$ cat config.mk
export PLATFORM = sky130hd
export DESIGN_NAME = dcache_hit_select
export DESIGN_NICKNAME = d
export VERILOG_FILES = /design/src/dcache_mem_pkg.sv /design/src/dcache_hit_select.sv
export VERILOG_INCLUDE_DIRS = /design/src /design/src/src
export SDC_FILE = /design/constraint.sdc
export NUM_CORES = 1
export LEC_CHECK = 0
export BUFFER_PORTS_ARGS = -buffer_cell sky130_fd_sc_hd__buf_2
export CORE_AREA = 2 2 243 245
export CTS_CLUSTER_DIAMETER = 30
export CTS_CLUSTER_SIZE = 30
export DETAILED_ROUTE_END_ITERATION = 10
export DIE_AREA = 0 0 245 247
export PLACE_DENSITY = 0.39
export SLEW_MARGIN = 20
export SYNTH_ARGS = -nofsm -noshare
export SYNTH_HDL_FRONTEND = slang
export SYNTH_SLANG_ARGS = --single-unit
export TNS_END_PERCENT = 20
$ cat constraint.sdc
create_clock -name clk_i -period 4 [get_ports clk_i]
set_input_delay 0.8 -clock clk_i [delete_from_list [all_inputs] [get_ports clk_i]]
set_output_delay 0.8 -clock clk_i [all_outputs]
set_load 0.005 [all_outputs]
$ cat src/dcache_mem_defs.svh
//////////////////////////////
// geometry and width macros for the
// l1 data cache storage core
//////////////////////////////

`ifndef DCACHE_MEM_DEFS_SVH
`define DCACHE_MEM_DEFS_SVH

//////////////////////////////
// organisation
//////////////////////////////

// read ports competing for a lookup
`define DC_NUM_PORTS 3

// ways per set
`define DC_SET_ASSOC 4

// words per line and number of sram banks
`define DC_NUM_BANKS 4

// sets per way
`define DC_NUM_SETS 16

//////////////////////////////
// field widths
//////////////////////////////

`define DC_IDX_W 4
`define DC_TAG_W 8
`define DC_WORD_W 32

// word offset inside a line
`define DC_OFF_W 2

// wide enough to index any read port
`define DC_PORT_W 2

`endif

$ cat src/dcache_mem_pkg.sv
//////////////////////////////
// shared types of the dcache
// storage core
//////////////////////////////

`include "dcache_mem_defs.svh"

package dcache_mem_pkg;

  typedef logic [`DC_WORD_W-1:0] dc_word_t;
  typedef logic [`DC_TAG_W-1:0]  dc_tag_t;
  typedef logic [`DC_IDX_W-1:0]  dc_idx_t;
  typedef logic [`DC_OFF_W-1:0]  dc_off_t;

  // one bit per way, bank or read port
  typedef logic [`DC_SET_ASSOC-1:0] dc_way_vec_t;
  typedef logic [`DC_NUM_BANKS-1:0] dc_bank_vec_t;
  typedef logic [`DC_NUM_PORTS-1:0] dc_port_vec_t;

  typedef logic [`DC_PORT_W-1:0] dc_port_sel_t;

  // full line, word 0 sits in the low bits
  typedef dc_word_t [`DC_NUM_BANKS-1:0] dc_line_t;

  // what the arrays do in the current cycle
  typedef enum logic [1:0] {
    BANK_IDLE     = 2'd0,
    BANK_REFILL   = 2'd1,
    BANK_READ     = 2'd2,
    BANK_TAG_READ = 2'd3
  } bank_op_e;

endpackage

$ cat src/dcache_hit_select.sv
//////////////////////////////
// lookup context regs, tag compare
// and hit word readout
//////////////////////////////

`include "dcache_mem_defs.svh"

module dcache_hit_select import dcache_mem_pkg::*; (
  input  logic                                         clk_i,
  input  logic                                         rst_ni,
  // lookup context of the granted read
  input  bank_op_e                                     bank_op_i,
  input  dc_port_sel_t                                 lkp_sel_i,
  input  dc_off_t                                      lkp_off_i,
  // late tags, one cycle after the grant
  input  dc_tag_t     [`DC_NUM_PORTS-1:0]              rd_tag_i,
  // array read data
  input  dc_tag_t     [`DC_SET_ASSOC-1:0]              tag_rdata_i,
  input  dc_way_vec_t                                  vld_rdata_i,
  input  dc_word_t    [`DC_NUM_BANKS-1:0][`DC_SET_ASSOC-1:0] bank_rdata_i,
  // lookup result
  output dc_way_vec_t                                  rd_hit_oh_o,
  output dc_way_vec_t                                  rd_vld_bits_o,
  output dc_word_t                                     rd_data_o
);

  dc_port_sel_t sel_q;
  dc_off_t      off_q;
  logic         cmp_en_d, cmp_en_q;
  dc_tag_t      rd_tag;

  // compare only after a read or tag read reached the arrays
  assign cmp_en_d = (bank_op_i == BANK_READ) || (bank_op_i == BANK_TAG_READ);

  always_ff @(posedge clk_i or negedge rst_ni) begin : p_lkp_regs
    if (!rst_ni) begin
      sel_q    <= '0;
      off_q    <= '0;
      cmp_en_q <= 1'b0;
    end else begin
      sel_q    <= lkp_sel_i;
      off_q    <= lkp_off_i;
      cmp_en_q <= cmp_en_d;
    end
  end

  // tag of the port granted last cycle
  assign rd_tag = rd_tag_i[sel_q];

  for (genvar w = 0; w < `DC_SET_ASSOC; w++) begin : gen_cmp
    assign rd_hit_oh_o[w] = cmp_en_q & vld_rdata_i[w] & (tag_rdata_i[w] == rd_tag);
  end

  assign rd_vld_bits_o = vld_rdata_i;

  // and-or mux over the ways of the offset's bank gives zero on a miss
  always_comb begin : p_rd_data
    rd_data_o = '0;
    for (int w = 0; w < `DC_SET_ASSOC; w++) begin
      if (rd_hit_oh_o[w]) begin
        rd_data_o = rd_data_o | bank_rdata_i[off_q][w];
      end
    end
  end

endmodule

==> impl_metrics.ini, run 1 <==
[clock_tree]
cts-root-buf = clkbuf_16
cts-buffers-inserted = 3
post_cts_buffers = 0
cts_resized = 4
cts_max_path_buffers = 2
cts_max_level = 1
clock_sinks = 5
cts_hold_buf = 0
clk_pin_slew_ps = 30
cts_tree = yes

[placed_design]
numPortBuffers = 618
dp_hpwl_mm = 35.6
placedCellCount = 1864
dp_slack_ps = -249
place_area_um2 = 9950
place.gp.congestion = 0.853

[power_and_ir_drop]
netSwitchingPower_mw = 0.488
power_frac_comb_pct = 81.0
total_leakage_power_nw = 4.57
clock_power_share_pct = 13.7
p_sw_share_pct = 41.0
pwr-share-seq_pct = 5.2
ir_worst_vdd_mv = 0.0962
internal_power_mw = 0.703
power_density_nw_per_um2 = 118

[sta]
setup_violations = 0
tightest_slew_ps = 575
grt_setup_unrepaired = false
finalHoldViolCount = 0
period_share_pct = 96.9
fmax_mhz = 258
maxSlewHeadroom_pct = 61.7
slew_viol_final = 0
layout_setup_ws_ps = 122
fin_tns_setup_ps = 0
fin_crit_ps = 3880

[yosys]
synth_flop_cell = dfrtp_1
synthTopCellsByArea = mux4_2 51%, o32ai_2 8.4%, a311o_1 5.7%
synth_area_leader_cell = mux4_2
synth_commonest_cells = 128 x mux4_2, 45 x clkbuf_1, 34 x and3_1, 34 x nand3_1, 33 x inv_1
synth_area_per_cell_um2 = 11.4
syn_inst = 495
yosysUniqueCellTypes = 43
netlist_area_um2 = 5650
ys_seq_area_share_pct = 2.22
synth_seq_cells = 5
synth.most_common_cell = mux4_2
synthesis.nets = 1075
yosysWarnings = 0
async_flop_share_pct = 100
synth-edff-count = 0
synth_top_area_share_pct = 51.1

[die]
die_h_um = 247
die-area_um2 = 60500
pin_count = 620
start_util_pct = 9.70
rows = 89
die_x_um = 245
coreArea_um2 = 58200

[global_routing]
grt_pass1_wl_mm = 54.1
track_usage_pct = 12.2
grt_pass1_vias = 8010
grt_overflow_total = 0
grt_max_degree = 58
antenna_found_initial = 16

[drt]
met1_length_mm = 16.6
first_pass_iters = 4
ant_nets = 0
vias = 7577
route.met2.wl_mm = 19.1
route.met3.wl_mm = 3.15
wire_per_inst_um = 21.2
first_iter_violations = 417
via_per_inst = 4.03
dr.max_layer_used = met5
wl_mm = 39.9
drc = 0

[setup_path]
crit_type = flip-flop to primary output
start_kind = flip-flop
crit_required_ps = 3200
cp.arrival_ps = 3080
cp-end-kind = primary output
crit_fanout = 26

[run]
maxCapViolations = 0

[worst_hold_path]
hold_path.class = input pin to async pin

[final_layout]
fillers = 6615
finish.utilization_pct = 17.4
area_delta_synth_final_pct = 79.2
final_area_um2 = 10100
drive_above_1_share_pct = 77.7
nNetsFinal = 1676
final_cells = 1880

[status]
status = finished, final reports clean
==> stage by stage <==
stage	power (mW)	hold slack, ps
global placement	1.03	624
global route	1.27	392
CTS	1.20	389
finish	1.19	390
detailed placement	1.03	628
floorplan	0.512	504
==> routing by layer <==
metal,GRT usage [%],vias up
li1,-,3358
met1,16.1,3718
met3,2.07,44
met5,0,-
met4,3.71,6
met2,20.3,451
==> worst paths after layout <==
path                       depth (start not counted)                  to  slack, ps                from
max in group asynchronous                          1  off_q[0]$_DFF_PN0_       3450              rst_ni
worst min-delay path                               1  off_q[1]$_DFF_PN0_        390              rst_ni
min in group clk_i                                 1  sel_q[0]$_DFF_PN0_        680        lkp_sel_i[0]
worst max-delay path                               9       rd_data_o[20]        120  sel_q[1]$_DFF_PN0_
==> cell type report <==
type / instances / area (µm²) / area share (%)
diodes: 12 / 30.0 / 0.297
flip-flops and latches: 5 / 133 / 1.31
multi-input cells: 386 / 5150 / 50.9
repair buffers: 667 / 3630 / 35.9
well taps: 773 / 967 / 9.56
clock buffers: 4 / 78.8 / 0.779
inverters: 33 / 124 / 1.22
==> layout by cell type, fill, tap and decap left out, types with 7 or more instances in the layout <==
cell      instances
a311o_1          32
and3_1           34
buf_12           13
buf_2           618
buf_4            35
diode_2          12
inv_1            33
mux2i_1           7
mux4_2          128
nand2_1           7
nand2b_1         14
nand3_1          33
nand4b_1          8
nor2b_1           9
o32ai_2          29
xnor2_1           8
xor2_1           10
==> state kept, by name, indices dropped and copies added, names as in the netlist <==
name	flops
off_q	2
sel_q	2
cmp_en_q	1
==> power by group through the flow <==
| stage | Combinational (mW) | Sequential [mW] | Clock [mW] |
|---|---|---|---|
| after floorplan | 0.457 | 0.0555 | 0 |
| after global placement | 0.962 | 0.0635 | 0 |
| after detailed placement | 0.968 | 0.0635 | 0 |
| after CTS | 0.975 | 0.0630 | 0.167 |
| after global routing | 1.03 | 0.0631 | 0.172 |
| final | 0.966 | 0.0625 | 0.164 |
==> worst max-delay path, stage by stage, from the launching register on <==
cell	delay [ps]
dfrtp_1	400
buf_12	200
mux2_2	390
mux2_2	330
xor2_1	160
nor3_2	360
buf_4	370
and3_1	300
a311o_1	160
buf_2	130
==> logic make-up (layout without fill, tap and decap cells) <==
kind of cell,count (synthesis),count (layout),synth area share [%]
multiplexers,143,143,54.1
AND/OR/NAND/NOR,134,134,14.3
buffers and inverters,104,704,8.31
AO/OA/AOI/OAI,90,90,18.1
XOR/XNOR,19,19,2.95
flip-flops,5,5,2.22
other,0,12,0
No activity file was read; power rests on OpenSTA's default activity.
==> run 2: changes to the inputs <==
CORE_AREA = 2 2 240 242   (was 2 2 243 245)
DIE_AREA = 0 0 242 244   (was 0 0 245 247)
PLACE_DENSITY = 0.41   (was 0.39)
clock period = 3.4 ns   (was 4 ns; I/O delays follow)
==> run 2 against run 1 <==
  * The flow now finishes with violations (setup timing)
  * Total power rose by 25%
  * Utilization rose by 1.5 points
  * Sequential cell count did not move
  * Cell area rose by 4.6%
  * Count of clock-buffer cells in the layout did not move
  * Via count rose by 1.9%
==> impl_metrics.ini, run 2 (synthesized netlist as in run 1, its figures left out) <==
[status]
status = finished, violations left
violations = setup timing

[final_layout]
area_delta_synth_final_pct = 87.4
final_cells = 1881
final_common_cell = buf_2
nNetsFinal = 1700
final_area_um2 = 10600
drive_above_1_share_pct = 80.0
mostFrequentLayoutCells = 617 x buf_2, 128 x mux4_2, 46 x buf_4
reg.largest.list = off_q x2, sel_q x2, cmp_en_q x1

[power_and_ir_drop]
power_density_nw_per_um2 = 141
total_leakage_power_nw = 4.74
ir_worst_vdd_mv = 0.113

[setup_path]
path_cells = buf_4, mux2_4, a211oi_2, o32ai_1, or4_4, buf_12, o32ai_2, a311o_1, buf_2
cp-end-kind = primary output
cp.arrival_ps = 2910
crit_required_ps = 2720
cp_slowest_stage_delay_ps = 570
crit_fanout = 21
cpMaxStageDelayCell = or4_4
crit_type = flip-flop to primary output
start_kind = flip-flop

[drt]
drc = 0
wl_mm = 41.7
vias = 7722
ant_nets = 0
first_iter_violations = 310
wire_per_inst_um = 22.2
via_per_inst = 4.11
first_pass_iters = 4

[sta]
setup_violations = 33
finalHoldViolCount = 0
maxSlewHeadroom_pct = 70.6
fmax_mhz = 278
period_share_pct = 106
slew_viol_final = 0
fin_crit_ps = 3590
tightest_slew_ps = 441
grt_setup_unrepaired = true
layout_setup_ws_ps = -193

[placed_design]
placedCellCount = 1861
numPortBuffers = 618
dp_slack_ps = -361
place_area_um2 = 10100
dp_hpwl_mm = 36.4
place.gp.congestion = 0.936

[die]
die_x_um = 242
start_util_pct = 10.1
pin_count = 620
coreArea_um2 = 56200
die_h_um = 244
rows = 87
die-area_um2 = 59000

[clock_tree]
cts_max_path_buffers = 2
cts_tree = yes
cts-buffers-inserted = 3
cts-root-buf = clkbuf_16
clk_pin_slew_ps = 30
cts_hold_buf = 0
cts_max_level = 1
clock_sinks = 5

[global_routing]
grt_pass1_vias = 8273
antenna_found_initial = 12
track_usage_pct = 13.0
grt_overflow_total = 0
grt_max_degree = 67
grt_pass1_wl_mm = 56.8

[run]
maxCapViolations = 0

[worst_hold_path]
hold_path.class = input pin to async pin
==> run 2: cell count changes in the layout (fill, tap and decap cells not counted), moves of 3 or more <==
cell     before  now
and3_1       34   26
diode_2      12    6
buf_12       13   17
buf_4        35   46
o32ai_4       1    5
and3_4        0    8
o32ai_1       4    1
buf_6         0    6
mux2i_2       0    3
==> run 2: final cells by class <==
type	count	area (µm²)
fillers	6327	45600
diodes	6	15.0
flip-flops and latches	5	134
well taps	756	946
repair buffers	691	3970
clock buffers	4	78.8
inverters	33	124
multi-input cells	386	5320
==> run 2: what timing repair did <==
item	CTS	global route
resized for setup	27	25
cloned	1	2
setup buffers	5	3
setup endpoints to repair	35	35
pin swaps	9	8
==> run 2: critical path, delay by kind of cell (launching register included) <==
family | cells | cell delay (ps)
AOI/OAI and AO/OA | 4 | 840
buffers and inverters | 3 | 460
and+or+nand+nor | 1 | 570
DFF | 1 | 440
muxes | 1 | 310
==> run 2: worst max-delay path by stage <==
stage / from / end / slack (ps) / cells past startpoint
3_5_place_dp: rd_tag_i[3] / rd_data_o[30] / -360 / 9
6_report: sel_q[1]$_DFF_PN0_ / rd_data_o[21] / -190 / 9
2_1_floorplan: rd_tag_i[3] / rd_data_o[0] / 280 / 8
3_3_place_gp: rd_tag_i[5] / rd_data_o[20] / -280 / 10
4_1_cts: sel_q[1]$_DFF_PN0_ / rd_data_o[30] / -200 / 14
5_1_grt: sel_q[1]$_DFF_PN0_ / rd_data_o[27] / -270 / 9
==> run 2: report_power, final <==
group | switching (mW) | internal, mW
logic | 0.557 | 0.673
clock network | 0.0362 | 0.155
registers | 0.00674 | 0.0639
==> run 2: metal layers <==
metal  routed length, µm  vias to the layer above  global-route usage (%)
met5                  45                        -                       0
met2               21300                      472                    23.7
li1                    -                     3403                       -
met1               17000                     3821                    16.4
met4                 327                        6                    1.42
met3                3080                       20                    2.52
==> run 2: per-stage QoR <==
step	hold slack [ps]	power [mW]	utilization, %	setup TNS, ps
floorplan	384	0.603	-	0
global placement	499	1.24	17.9	-6680
detailed placement	500	1.24	17.9	-8270
CTS	264	1.47	18.4	-4230
global route	271	1.59	18.8	-6910
finish	264	1.49	18.8	-4070
==> run 3: changes to the inputs <==
BUFFER_PORTS_ARGS = unset   (was -buffer_cell sky130_fd_sc_hd__buf_2)
CORE_AREA = 2 2 238 240   (was 2 2 240 242)
DIE_AREA = 0 0 240 242   (was 0 0 242 244)
DONT_BUFFER_PORTS = 1   (was unset)
PLACE_DENSITY = unset   (was 0.41)
PLACE_DENSITY_LB_ADDON = 0.3   (was unset)
==> run 3 against run 2 <==
  * The run still ends with setup timing left
  * Total power fell by 27%
  * Sequential share of layout area rose by 0.55 points
  * Clock power barely moved
  * Combinational power fell by 33%
  * Utilization fell by 5.7 points
  * Count of clock-buffer cells in the layout did not move
  * Cell count fell by 33%
  * First-iteration DRC count rose by 39%
  * Global-route usage fell by 0.90 points
  * Non-clock buffer count fell by 627
  * Via count fell by 29%
  * Cell area fell by 31%
  * Critical path type unchanged
  * Critical endpoint is now rd_data_o[16]
  * Largest cell class unchanged
  * Largest power group unchanged
==> impl_metrics.ini, run 3 (synthesized netlist as in run 1, its figures left out) <==
[final_layout]
reg.largest.list = off_q x2, sel_q x2, cmp_en_q x1
seqCellArea_um2 = 133
fillers = 6333
mostFrequentLayoutCells = 128 x mux4_2, 39 x buf_4, 33 x inv_1
drive_above_1_share_pct = 53.5
final_common_cell = mux4_2
finish.utilization_pct = 13.1
nNetsFinal = 1073
area_delta_synth_final_pct = 29.3
multi_input_comb_area_um2 = 5240

[setup_path]
cp-end-kind = primary output
cp_slowest_stage_delay_ps = 380
critical_path_buf_inv_count = 7
crit_type = flip-flop to primary output
cpMaxStageDelayCell = dfrtp_1
crit_required_ps = 2720
start_kind = flip-flop
cpMostUsedCell = buf_4
cp.arrival_ps = 2930
path_cells = buf_12, buf_12, mux2_4, buf_4, and3_4, o32ai_2, buf_4, nor4_4, buf_4, buf_4, buf_12, and3_1, a311o_1
crit_family = buffers and inverters
crit_fanout = 21
worstSetupStartpoint = sel_q[1]$_DFF_PN0_

[die]
rows = 87
pin_count = 620
coreArea_um2 = 55700
die_x_um = 240
die-area_um2 = 58100
die_h_um = 242
start_util_pct = 10.1

[clock_tree]
cts-buffers-inserted = 3
clock_sinks = 5
cts-root-buf = clkbuf_16
cts_max_level = 1
cts_max_path_buffers = 2
cts_tree = yes
clk_pin_slew_ps = 30
cts_hold_buf = 0

[sta]
whs_ps = 151
maxSlewHeadroom_pct = 55.9
fmax_mhz = 277
fin_crit_ps = 3610
setup_violations = 32
period_share_pct = 106
grt_setup_unrepaired = true
finalHoldViolCount = 0
tightest_slew_ps = 662
layout_setup_ws_ps = -209
fin_tns_setup_ps = -4330
slew_viol_final = 0

[power_and_ir_drop]
power_frac_comb_pct = 76.0
p_sw_share_pct = 41.7
netSwitchingPower_mw = 0.452
internal_power_mw = 0.632
clock_power_share_pct = 17.7
ir_worst_vdd_mv = 0.182
power_density_nw_per_um2 = 148
pwr-share-seq_pct = 6.3
total_leakage_power_nw = 2.18

[drt]
via_per_inst = 4.33
vias = 5480
ant_nets = 0
first_iter_violations = 430
drc = 0
first_pass_iters = 5
wl_mm = 38.1
wire_per_inst_um = 30.1

[run]
maxCapViolations = 0

[placed_design]
numPortBuffers = 0
dp_hpwl_mm = 33.5
place.gp.congestion = 0.958

[status]
status = finished, violations left
violations = setup timing

[global_routing]
grt_overflow_total = 0
grt_max_degree = 64
grt_pass1_vias = 5695
grt_pass1_wl_mm = 48.4
track_usage_pct = 12.1
antenna_found_initial = 30

[worst_hold_path]
hold_path.class = input pin to async pin
## run 3: cell types whose count changed in the layout (fill, tap and decap cells not counted), moves of 3 or more
cell and delta:
o32ai_1 +3, diode_2 +13, and3_1 +3, and3_4 -3, buf_4 -7, o32ai_4 -5, nand3_2 +3, buf_2 -617
nand3_1 -4
## run 3: final timing paths
kind	to	slack [ps]	cells after the start
max	rd_data_o[16]	-210	13
min	sel_q[1]$_DFF_PN0_	150	0
max in group asynchronous	off_q[1]$_DFF_PN0_	3170	0
min in group clk_i	off_q[1]$_DFF_PN0_	480	0
## run 3: routing by layer
| metal | share of wire, % | vias to the layer above | global-route usage [%] |
|---|---|---|---|
| met1 | 40 | 2782 | 15.2 |
| met3 | 8.8 | 61 | 2.79 |
| met4 | 2.5 | 14 | 2.90 |
| met2 | 49 | 467 | 20.9 |
| met5 | 0.27 | - | 0 |
| li1 | - | 2156 | - |
## run 3: timing repair
item	CTS	global route
gates resized for setup	33	5
pin swaps	18	4
buffers inserted	4	1
endpoints found under the setup margin	36	35
## run 3: layout make-up
cell class                 instances  share of cell area [%]
timing repair buffer              64                    10.0
sequential                         5                    1.82
inverter                          33                    1.70
tap                              756                    13.0
antenna                           19                   0.651
multi-input combinational        386                    71.8
clock buffer                       4                    1.08
## run 3: stage by stage
| step | total power, mW | std cells | worst slack (ps) | area (µm²) |
|---|---|---|---|---|
| 5_1_grt | 1.15 | 1260 | -308 | 7280 |
| 4_1_cts | 1.10 | 1248 | -226 | 7230 |
| 3_3_place_gp | 0.866 | 1241 | -348 | 6960 |
| 3_5_place_dp | 0.869 | 1241 | -315 | 6960 |
| 6_report | 1.08 | 1267 | -209 | 7300 |
| 2_1_floorplan | 0.603 | 495 | 282 | 5650 |
## run 3: power groups by stage
stage | Clock (mW) | Sequential [mW] | Combinational [mW]
after CTS | 0.193 | 0.0682 | 0.835
after detailed placement | 0 | 0.0690 | 0.800
final | 0.191 | 0.0682 | 0.824
after global placement | 0 | 0.0689 | 0.797
after global routing | 0.199 | 0.0685 | 0.878
after floorplan | 0 | 0.0653 | 0.538
