File: config.mk
export PLATFORM = sky130hd
export DESIGN_NAME = dcache_req_arbiter
export DESIGN_NICKNAME = d
export VERILOG_FILES = /design/src/dcache_mem_pkg.sv /design/src/dcache_req_arbiter.sv
export VERILOG_INCLUDE_DIRS = /design/src /design/src/src
export SDC_FILE = /design/constraint.sdc
export NUM_CORES = 1
export LEC_CHECK = 0
export ABC_AREA = 1
export BUFFER_PORTS_ARGS = -buffer_cell sky130_fd_sc_hd__clkbuf_2
export CAP_MARGIN = 10
export CORE_UTILIZATION = 47
export CTS_CLUSTER_SIZE = 20
export DETAILED_ROUTE_END_ITERATION = 6
export PLACE_DENSITY = 0.87
export SYNTH_ARGS = -nofsm -noshare
export SYNTH_HDL_FRONTEND = slang
export SYNTH_SLANG_ARGS = --single-unit
File: constraint.sdc
create_clock -name clk_i -period 5.3 [get_ports clk_i]
set_input_delay 0.265 -clock clk_i [delete_from_list [all_inputs] [get_ports clk_i]]
set_output_delay 0.265 -clock clk_i [all_outputs]
set_load 0.1 [all_outputs]
File: src/dcache_mem_defs.svh
//////////////////////////////
// geometry and width macros for the
// l1 data cache storage core
//////////////////////////////

`ifndef DCACHE_MEM_DEFS_SVH
`define DCACHE_MEM_DEFS_SVH

//////////////////////////////
// organisation
//////////////////////////////

// read ports competing for a lookup
`define DC_NUM_PORTS 3

// ways per set
`define DC_SET_ASSOC 4

// words per line and number of sram banks
`define DC_NUM_BANKS 4

// sets per way
`define DC_NUM_SETS 16

//////////////////////////////
// field widths
//////////////////////////////

`define DC_IDX_W 4
`define DC_TAG_W 8
`define DC_WORD_W 32

// word offset inside a line
`define DC_OFF_W 2

// wide enough to index any read port
`define DC_PORT_W 2

`endif

File: src/dcache_mem_pkg.sv
//////////////////////////////
// shared types of the dcache
// storage core
//////////////////////////////

`include "dcache_mem_defs.svh"

package dcache_mem_pkg;

  typedef logic [`DC_WORD_W-1:0] dc_word_t;
  typedef logic [`DC_TAG_W-1:0]  dc_tag_t;
  typedef logic [`DC_IDX_W-1:0]  dc_idx_t;
  typedef logic [`DC_OFF_W-1:0]  dc_off_t;

  // one bit per way, bank or read port
  typedef logic [`DC_SET_ASSOC-1:0] dc_way_vec_t;
  typedef logic [`DC_NUM_BANKS-1:0] dc_bank_vec_t;
  typedef logic [`DC_NUM_PORTS-1:0] dc_port_vec_t;

  typedef logic [`DC_PORT_W-1:0] dc_port_sel_t;

  // full line, word 0 sits in the low bits
  typedef dc_word_t [`DC_NUM_BANKS-1:0] dc_line_t;

  // what the arrays do in the current cycle
  typedef enum logic [1:0] {
    BANK_IDLE     = 2'd0,
    BANK_REFILL   = 2'd1,
    BANK_READ     = 2'd2,
    BANK_TAG_READ = 2'd3
  } bank_op_e;

endpackage

File: src/dcache_req_arbiter.sv
//////////////////////////////
// read port arbiter with priority masking
// and round robin, bank request decode
// and word write collision check
//////////////////////////////

`include "dcache_mem_defs.svh"

module dcache_req_arbiter import dcache_mem_pkg::*; (
  input  logic                               clk_i,
  input  logic                               rst_ni,
  // read ports
  input  dc_port_vec_t                       rd_req_i,
  input  dc_port_vec_t                       rd_prio_i,
  input  dc_port_vec_t                       rd_tag_only_i,
  input  dc_idx_t      [`DC_NUM_PORTS-1:0]   rd_idx_i,
  input  dc_off_t      [`DC_NUM_PORTS-1:0]   rd_off_i,
  output dc_port_vec_t                       rd_ack_o,
  // refill
  input  logic                               wr_cl_vld_i,
  input  dc_way_vec_t                        wr_cl_we_i,
  input  dc_idx_t                            wr_cl_idx_i,
  // single word write
  input  dc_way_vec_t                        wr_req_i,
  input  dc_idx_t                            wr_idx_i,
  input  dc_off_t                            wr_off_i,
  output logic                               wr_ack_o,
  // towards the arrays
  output bank_op_e                           bank_op_o,
  output dc_bank_vec_t                       bank_req_o,
  output dc_bank_vec_t                       bank_we_o,
  output dc_idx_t      [`DC_NUM_BANKS-1:0]   bank_idx_o,
  output dc_way_vec_t                        bank_way_we_o,
  output dc_way_vec_t                        tag_req_o,
  output dc_idx_t                            tag_idx_o,
  // lookup context for the hit stage
  output dc_port_sel_t                       lkp_sel_o,
  output dc_idx_t                            lkp_idx_o,
  output dc_off_t                            lkp_off_o
);

  dc_port_vec_t rd_req_prio;
  dc_port_vec_t rd_req_masked;
  dc_port_sel_t rr_q, rr_d;
  dc_port_sel_t win;
  logic         found;
  logic         rd_acked;
  logic         bank_collision;

  //////////////////////////////
  // arbitration
  //////////////////////////////

  // any high prio request shuts out the low prio ones
  assign rd_req_prio   = rd_req_i & rd_prio_i;
  assign rd_req_masked = (|rd_req_prio) ? rd_req_prio : rd_req_i;

  // first competitor at or after the pointer, wrapping around
  always_comb begin : p_rr_pick
    int unsigned cand;
    found = 1'b0;
    win   = rr_q;
    for (int unsigned i = 0; i < `DC_NUM_PORTS; i++) begin
      cand = (rr_q + i) % `DC_NUM_PORTS;
      if (!found && rd_req_masked[cand]) begin
        found = 1'b1;
        win   = dc_port_sel_t'(cand);
      end
    end
  end

  // a refill owns the arrays for the whole cycle
  assign rd_acked = found & ~wr_cl_vld_i;

  always_comb begin : p_rd_ack
    rd_ack_o = '0;
    if (rd_acked) begin
      rd_ack_o[win] = 1'b1;
    end
  end

  assign rr_d = (win == dc_port_sel_t'(`DC_NUM_PORTS-1)) ? '0 : win + 1'b1;

  always_ff @(posedge clk_i or negedge rst_ni) begin : p_rr_ptr
    if (!rst_ni) begin
      rr_q <= '0;
    end else if (rd_acked) begin
      rr_q <= rr_d;
    end
  end

  assign lkp_sel_o = win;
  assign lkp_idx_o = rd_idx_i[win];
  assign lkp_off_o = rd_off_i[win];

  //////////////////////////////
  // bank operation decode
  //////////////////////////////

  always_comb begin : p_bank_op
    if (wr_cl_vld_i) begin
      bank_op_o = BANK_REFILL;
    end else if (rd_acked) begin
      bank_op_o = rd_tag_only_i[win] ? BANK_TAG_READ : BANK_READ;
    end else begin
      bank_op_o = BANK_IDLE;
    end
  end

  assign tag_req_o = wr_cl_vld_i ? wr_cl_we_i : {`DC_SET_ASSOC{rd_acked}};
  assign tag_idx_o = wr_cl_vld_i ? wr_cl_idx_i : lkp_idx_o;

  // word write may share the cycle unless the read needs the same bank
  assign bank_collision = rd_acked & ~rd_tag_only_i[win] & (lkp_off_o == wr_off_i);
  assign wr_ack_o       = (|wr_req_i) & ~wr_cl_vld_i & ~bank_collision;
  assign bank_way_we_o  = wr_ack_o ? wr_req_i : '0;

  always_comb begin : p_bank_req
    bank_req_o = '0;
    bank_we_o  = '0;
    for (int k = 0; k < `DC_NUM_BANKS; k++) begin
      bank_idx_o[k] = wr_idx_i;
    end
    if (wr_cl_vld_i) begin
      // whole line goes in, every bank busy
      bank_req_o = '1;
      bank_we_o  = '1;
      for (int k = 0; k < `DC_NUM_BANKS; k++) begin
        bank_idx_o[k] = wr_cl_idx_i;
      end
    end else begin
      if (rd_acked && !rd_tag_only_i[win]) begin
        bank_req_o[lkp_off_o] = 1'b1;
        bank_idx_o[lkp_off_o] = lkp_idx_o;
      end
      if (wr_ack_o) begin
        bank_req_o[wr_off_i] = 1'b1;
        bank_we_o[wr_off_i]  = 1'b1;
      end
    end
  end

endmodule

==> Implementation_results.wiki, run 1 <==
{| class="wikitable"
! Metric !! Value
|-
| Least-Margin Pin Slew || 615 ps
|-
| Flip-flop count of the largest register after layout || 2
|-
| Std cell rows || 20
|-
| Required arrival time at the worst endpoint || 5040 ps
|-
| Routed vias || 2070
|-
| GRT met2 Usage || 44.9%
|-
| FF+latch count, synth || 2
|-
| Net count after synthesis || 331
|-
| Average routed wire per standard cell || 10.8 µm
|-
| First-pass GRT wire length || 7140 µm
|-
| Antenna diode count || 0
|-
| Most flop-heavy register || rr_q
|-
| Achievable Freq || 0.274 GHz
|-
| Worst clock skew on the final layout || 2.62 ps
|-
| Result of the run || complete, no violations
|-
| Max-slew headroom || 58.8%
|-
| Antenna violations before repair || 0
|-
| Vias in the first global route || 1740
|-
| Number of cells produced by synthesis || 281
|-
| TritonCTS Buffers || 3
|-
| Detail Placement HPWL || 3890 µm
|-
| Detailed-route wire length || 4530 µm
|-
| Dominant cells by area after synthesis || nand2_1, nand3_1, inv_1
|-
| Setup crit start kind || flop
|-
| Antenna violation net count after detailed routing || 0
|-
| Sequential area share after synthesis || 3.23%
|-
| Reg2Reg Depth || 12
|-
| Post-synthesis instance area || 1550 µm²
|-
| Chip Height || 59.4 µm
|-
| Number of buffers on the longest clock path || 2
|-
| Clock latency on the worst-skew pair || 230 ps
|-
| Aggregate negative setup slack || 0 ps
|-
| Most heavily used metal layer in global routing || met2
|-
| PostCTS Resize Cnt || 0
|-
| Clock tree from TritonCTS || yes
|-
| Library cell used as clock root buffer || clkbuf_4
|-
| Library cell occupying the most area in the post-synthesis netlist || nand2_1
|-
| Met1 GRT Util || 33.3%
|-
| Clock edge transition at the registers on the reported setup and hold paths || 30 ps
|-
| Worst Path Arrival || 3390 ps
|-
| Detailed-route vias per instance || 4.94
|-
| Die Wd || 59.4 µm
|-
| Met3 usage in global routing || 3.06%
|-
| Most common cell after layout, fill and taps aside || clkbuf_2
|-
| Proportion of netlist area held by the largest area contributor || 22.1%
|-
| Critical Path End Type || output pin
|-
| Routability congestion estimate from global placement || 0.913
|-
| Setup-failing EPs final || 0
|-
| Warnings, synthesis || 0
|-
| Clk sink count || 2
|-
| Die area || 3530 µm²
|-
| Biggest registers after layout || rr_q x2
|-
| Mean area per synthesized cell || 5.51 µm²
|-
| Count of boundary I/O pins || 98
|-
| First DRT Iteration DRCs || 77
|-
| Overall Global Routing Usage || 25.8%
|-
| Core ar. || 3080 µm²
|-
| Number of fill cells || 306
|-
| Count of distinct cell types in the synthesized netlist || 31
|-
| Proportion of layout cells with a drive suffix above 1 || 38.9%
|-
| Max FO, Critical Path || 20
|-
| Number of port buffers || 97
|-
| Part of the cycle the worst path needs || 68.9%
|-
| H-tree level count || 1
|-
| Final Max Tran Viols || 0
|-
| Overflow left after global routing || 0
|-
| Effective utilization at floorplan || 50.3%
|-
| Tightest Hold Check Type || input port to asynchronous set/reset pin
|-
| Number of detailed-route iterations in the first pass || 4
|-
| Setup repair after global routing missed its margin || no
|-
| DRC viols || 0
|-
| Minimum clock period || 3650 ps
|-
| Largest net degree at the start of global routing || 27
|-
| Area grow syn2layout || 33.9%
|-
| Type of the setup path with the least slack || flop to output pin
|-
| Number of buffers inserted by hold repair at cts || 1
|-
| Count of endpoints failing hold in the final timing report || 0
|-
| Post CTS Setup Buffer Count || 0
|-
| Number of nets in the final layout || 427
|-
| Commonest non-fill, non-tap cells in the layout || clkbuf_2, nand2_1, nand3_1
|-
| Number of maximum-capacitance violations || 0
|}
-- worst max-delay path, stage by stage, from the launching register on --
cell and delay (ps):
dfrtp_1 400, inv_1 80, ha_1 330, inv_2 120, nand3_2 120, nand3_4 100
nand2_4 110, nand2_4 80, a21oi_2 160, o21a_4 260, nor2_4 70, nand2_1 90
nand3_2 100, inv_2 280, nand2_2 160, nand2_1 90, nand3_1 80, nand2_1 80
clkbuf_2 450
-- synth_stat cells (all sizes together) --
cell type,instances
clkinv,1
o21bai,2
nand2,111
nand4,2
ha,2
nor2,27
inv,41
clkbuf,1
nand3,71
buf,6
o21ai,8
dfrtp,2
a41oi,1
nor3,4
o21a,1
a21oi,1
-- through the flow --
stage                     setup slack, ps  area [µm²]  cells  hold slack [ps]  utilization [%]
after global routing                 1420        2070    419              364             67.3
final                                1650        2070    419              364             67.3
after detailed placement             1910        2040    415             54.9             66.3
after CTS                            1660        2070    419              353             67.3
after global placement               1970        2040    415             52.3             66.3
after floorplan                       600        1550    281            -30.6                -
-- final cells by class --
| cell class | count | area (µm²) | area share, % |
|---|---|---|---|
| Clock buffer | 3 | 22.5 | 1.09 |
| Inverter | 42 | 165 | 7.97 |
| Multi-Input combinational cell | 230 | 1280 | 62.0 |
| Sequential cell | 2 | 50.0 | 2.42 |
| Tap cell | 44 | 55.1 | 2.66 |
| Timing Repair Buffer | 98 | 495 | 23.9 |
-- layer usage --
layer / part of all wire [%] / vias to the layer above / wire, µm
met4: 0.79 / 0 / 36
met3: 7.0 / 4 / 318
met5: 0 / - / 0
met2: 50 / 84 / 2260
met1: 42 / 894 / 1920
li1: - / 1088 / -
-- cell families (layout without fill, tap and decap cells) --
family	count (synthesis)	in the layout	share of synthesized area (%)
adder cells (fa/ha/maj)	2	2	1.62
flip-flops	2	2	3.23
AO/OA/AOI/OAI	13	13	6.39
buffers and inverters	49	143	13.8
AND/OR/NAND/NOR	215	215	74.9
-- final timing paths --
path	start	to	slack [ps]
setup / recovery	rr_q[1]	bank_idx_o[1]	1650
hold / removal	rst_ni	rr_q[0]	360
setup reg to reg	rr_q[1]	rr_q[1]	3030
hold reg to reg	rr_q[1]	rr_q[1]	600
max in group asynchronous	rst_ni	rr_q[1]	4840
min in group clk_i	rr_q[1]	rr_q[1]	600
Power of run 1 is not shown: default switching activity piles up to over one toggle a cycle in this logic, so the estimate is an artifact.
==> inputs of run 2 (changes only) <==
- ABC_AREA: 1 -> 0
- CORE_UTILIZATION: 47 -> 45
- PLACE_DENSITY: 0.87 -> 0.82
- clock period: 5.3 -> 3.6 ns (I/O delays scaled with it)
==> Implementation_results.wiki, run 2 <==
{| class="wikitable"
! Metric !! Value
|-
| Worst setup slack after placement || -63.8 ps (-1970 ps)
|-
| Mean area per synthesized cell || 7.08 µm² (+28%)
|-
| Effective utilization at floorplan || 46.6% (-3.7 points)
|-
| Routability congestion estimate from global placement || 0.993 (+8.8%)
|-
| Sequential area share after synthesis || 2.93% (-0.30 points)
|-
| Clk sink count || 2 (unchanged)
|-
| Overall Global Routing Usage || 101%
|-
| Last step reached || 5_1_grt
|-
| Count of distinct cell types in the synthesized netlist || 67 (+120%)
|-
| H-tree level count || 1 (unchanged)
|-
| FF+latch count, synth || 2 (unchanged)
|-
| Result of the run || stopped before the end
|-
| Most frequently used flop master after synthesis || dfrtp_1
|-
| Warnings, synthesis || 0 (unchanged)
|-
| Die Wd || 63.6 µm (+7.0%)
|-
| Number of port buffers || 97 (unchanged)
|-
| Worst_ep kind || top-level output
|-
| Library cell with the highest instance count after synthesis || nand2_1
|-
| Post-synthesis instance area || 1710 µm² (+10%)
|-
| Library cell used as clock root buffer || clkbuf_8
|-
| Area after detailed placement || 2970 µm² (+46%)
|-
| Library cell occupying the most area in the post-synthesis netlist || nand2_1
|-
| Error message || [ERROR GRT-0232] Routing congestion too high. Check the congestion heatmap in the GUI.
|-
| Dominant cells by area after synthesis || nand2_1, o211ai_1, a22oi_1
|-
| Detail Placement HPWL || 6190 µm (+59%)
|-
| Number of synthesized flops with an enable pin || 0 (unchanged)
|-
| Number of buffers on the longest clock path || 2 (unchanged)
|-
| Proportion of netlist area held by the largest area contributor || 8.80% (-13 points)
|-
| Net count after synthesis || 291 (-12%)
|-
| Overflow left after global routing || 358
|-
| Std cell rows || 22 (+10%)
|-
| End pin of the worst setup path after global-route repair || bank_idx_o[6]
|-
| Share of async-settable or async-resettable flops after synthesis || 100% (unchanged)
|-
| Post-Place Cells || 388 (-6.5%)
|-
| Post-synth top cells || nand2_1, o211ai_1, inv_1
|-
| TritonCTS Buffers || 3 (unchanged)
|-
| Chip Height || 63.6 µm (+7.0%)
|-
| Largest net degree at the start of global routing || 23
|-
| Count of boundary I/O pins || 98 (unchanged)
|-
| Number of cells produced by synthesis || 241 (-14%)
|}
==> run 2: changes by cell type after synthesis, sizes merged, moves of 5 or more <==
cell    previous run  this run
nor2b              0         8
inv               41        15
o311a              0         5
nor3               4         9
nor2              27        14
o211ai             0        19
o21ai              8        17
clkbuf             1        10
buf                6        11
nand3             71         4
a211oi             0         8
nand2            111        40
a22oi              0        12
==> run 2: layer usage <==
metal	GRT usage, %	GRT overflow
met1	91.6	2
met2	133	264
met3	71.7	0
met4	116	92
met5	34.7	0
==> run 2: logic make-up after synthesis <==
group / count (synthesis) / synth area share (%)
compound gates: 100 / 49.7
simple gates: 94 / 28.8
buf+inv: 36 / 12.8
mux: 4 / 2.64
fa+ha+maj: 3 / 2.05
xor+xnor: 2 / 1.03
flops: 2 / 2.93
==> run 2: timing repair <==
item / CTS
setup buffers: 14
hold buffers: 1
endpoints found under the hold margin: 2
cloned: 2
endpoints found under the setup margin: 33
gates resized for setup: 42
pin swaps: 22
==> run 2: metrics by stage <==
step / util, % / TNS, ps / hold slack, ps
2_1_floorplan: - / -18860 / -116
3_3_place_gp: 81.1 / 0 / -32.6
3_5_place_dp: 81.1 / -137 / -25.4
4_1_cts: 91.4 / -863 / 321
==> inputs of run 3 (changes only) <==
- CORE_UTILIZATION: 45 -> 40
- CTS_CLUSTER_SIZE: 20 -> default
- PLACE_DENSITY: 0.82 -> default
- PLACE_DENSITY_LB_ADDON: default -> 0.15
==> Implementation_results.wiki, run 3 <==
{| class="wikitable"
! Metric !! Value
|-
| Result of the run || finished with violations
|-
| Violated checks || negative setup slack
|-
| Routability congestion estimate from global placement || 0.897 (-9.7%)
|-
| Post-route non-filler standard cell count || 412
|-
| Least-Margin Pin Slew || 563 ps
|-
| Library cell used as clock root buffer || clkbuf_8
|-
| Setup repair after global routing missed its margin || yes
|-
| Flip-flop count of the largest register after layout || 2
|-
| Largest net degree at the start of global routing || 23
|-
| Part of the cycle the worst path needs || 104%
|-
| Detail Placement HPWL || 5240 µm (-15%)
|-
| R2R Setup Slk || 830 ps
|-
| TritonCTS Buffers || 3 (unchanged)
|-
| FF+latch count, synth || 2 (unchanged)
|-
| Max-slew headroom || 62.7%
|-
| Worst clock skew on the final layout || 6.31 ps
|-
| Number of nets in the final layout || 414
|-
| Library cell with the highest instance count after synthesis || nand2_1
|-
| Clock latency on the worst-skew pair || 220 ps
|-
| Overflow left after global routing || 0
|-
| Final Worst Setup Slack || -156 ps
|-
| Max FO, Critical Path || 6
|-
| Minimum clock period || 3760 ps
|-
| Count of boundary I/O pins || 98 (unchanged)
|-
| Most frequently used flop master after synthesis || dfrtp_1
|-
| Type of the setup path with the least slack || flop to output pin
|-
| Critical R2R Capture || rr_q[0]
|-
| Count of distinct cell types in the synthesized netlist || 67 (unchanged)
|-
| Required arrival time at the worst endpoint || 3420 ps
|-
| Clock tree from TritonCTS || yes
|-
| Antenna diode count || 0
|-
| Library cell occupying the most area in the post-synthesis netlist || nand2_1
|-
| Core ar. || 4060 µm²
|-
| Number of detailed-route iterations in the first pass || 5
|-
| Post-synthesis instance area || 1710 µm² (unchanged)
|-
| Warnings, synthesis || 0 (unchanged)
|-
| Count of endpoints failing hold in the final timing report || 0
|-
| Area after detailed placement || 2990 µm² (+0.76%)
|-
| Number of cells produced by synthesis || 241 (unchanged)
|-
| Worst Path Arrival || 3580 ps
|-
| Clk sink count || 2 (unchanged)
|-
| Mean area per synthesized cell || 7.08 µm² (unchanged)
|-
| Core occupancy in the finished layout || 84.1%
|-
| Number of port buffers || 97 (unchanged)
|-
| Setup crit start kind || flop
|-
| Effective utilization at floorplan || 42.0% (-4.6 points)
|-
| Std cell rows || 23 (+4.5%)
|-
| Antenna violation net count after detailed routing || 0
|-
| Reg2Reg Depth || 13
|-
| Post-synth top cells || nand2_1, o211ai_1, inv_1
|-
| Average routed wire per standard cell || 19.1 µm
|-
| Antenna violations before repair || 0
|-
| First DRT Iteration DRCs || 306
|-
| Sequential area share after synthesis || 2.93% (unchanged)
|-
| Critical Path End Type || output pin
|-
| Routed vias || 2592
|-
| Number of maximum-capacitance violations || 0
|-
| Number of synthesized flops with an enable pin || 0 (unchanged)
|-
| Dominant cells by area after synthesis || nand2_1, o211ai_1, a22oi_1
|-
| Area grow syn2layout || 100%
|-
| DRC viols || 0
|-
| Overall Global Routing Usage || 30.3%
|-
| Die Wd || 67.3 µm (+5.9%)
|-
| Clock edge transition at the registers on the reported setup and hold paths || 30 ps
|-
| Biggest registers after layout || rr_q x2
|-
| Most flop-heavy register || rr_q
|-
| Proportion of layout cells with a drive suffix above 1 || 61.0%
|-
| Detailed-route wire length || 7870 µm
|-
| Commonest non-fill, non-tap cells in the layout || clkbuf_2, buf_4, nand2_1
|-
| Achievable Freq || 0.266 GHz
|-
| Chip Height || 67.3 µm (+5.9%)
|-
| Number of buffers on the longest clock path || 2 (unchanged)
|-
| Net count after synthesis || 291 (unchanged)
|-
| First-pass GRT wire length || 10600 µm
|-
| Worst R2R Start || rr_q[0]
|-
| Post-Place Cells || 393 (+1.3%)
|-
| Most common cell after layout, fill and taps aside || clkbuf_2
|-
| Proportion of netlist area held by the largest area contributor || 8.80% (unchanged)
|-
| Die area || 4530 µm²
|-
| Final std cell area, no fill || 3410 µm²
|-
| Share of async-settable or async-resettable flops after synthesis || 100% (unchanged)
|-
| H-tree level count || 1 (unchanged)
|-
| Setup-failing EPs final || 24
|-
| Final Max Tran Viols || 0
|-
| Detailed-route vias per instance || 6.29
|-
| Vias in the first global route || 2311
|-
| Tightest Hold Check Type || input port to asynchronous set/reset pin
|-
| Smallest hold slack || 276 ps
|}
[run 3: logic make-up (layout without fill, tap and decap cells)]
kind of cell	count (synthesis)	count (layout)	share of synthesized area [%]
adder cells (fa/ha/maj)	3	3	2.05
buffers and inverters	36	155	12.8
multiplexers	4	4	2.64
XOR/XNOR	2	2	1.03
flip-flops	2	2	2.93
AO/OA/AOI/OAI	100	100	49.7
AND/OR/NAND/NOR	94	96	28.8
[run 3: critical path, stage by stage (launching register included)]
cell and delay (ps):
dfrtp_1 380, inv_2 60, ha_4 260, and2b_2 210, a311oi_2 270, nor3_2 90, a2111oi_4 360, o22a_4 270
nor3_4 90, a221oi_4 460, inv_2 130, buf_6 170, a22oi_2 180, o211ai_1 200, buf_12 220
[run 3: area by class of cell]
cell class              instances  area [µm²]
multi-input cells             205        1790
repair buffers                137        1400
clock buffers                   3        41.3
flip-flops and latches          2        51.3
inverters                      15        62.6
well taps                      50        62.6
fillers                       232         647
[run 3: metrics by stage]
stage | TNS (ps) | setup slack, ps
finish | -1910 | -156
global route | -4750 | -283
CTS | -1060 | -91.9
detailed placement | -7.00 | -6.22
global placement | 0 | 60.8
floorplan | -18860 | -1080
[run 3: what timing repair did]
action,in CTS,in global routing
cloned,1,1
hold endpoints to repair,2,0
setup endpoints to repair,29,32
pin swaps,8,29
hold buffers,1,0
setup buffers,5,8
resized for setup,14,43
[run 3: how the worst max path moves through the flow]
stage	depth (start not counted)	to	slack, ps	from
4_1_cts	11	bank_req_o[0]	-90	rr_q[1]
5_1_grt	14	bank_idx_o[6]	-280	rr_q[0]
3_5_place_dp	12	bank_idx_o[12]	-6	rr_q[1]
6_report	14	bank_idx_o[6]	-160	rr_q[0]
3_3_place_gp	12	bank_idx_o[9]	60	rr_q[1]
2_1_floorplan	13	bank_idx_o[12]	-1080	rr_q[0]
[run 3: routing by layer]
metal | up-vias | global-route usage [%] | wire length, µm
li1 | 1177 | - | -
met1 | 1224 | 37.8 | 3110
met2 | 165 | 53.0 | 4020
met3 | 26 | 4.73 | 539
met4 | 0 | 9.04 | 196
met5 | - | 0 | 0
Power of run 3 is left out for the same reason.
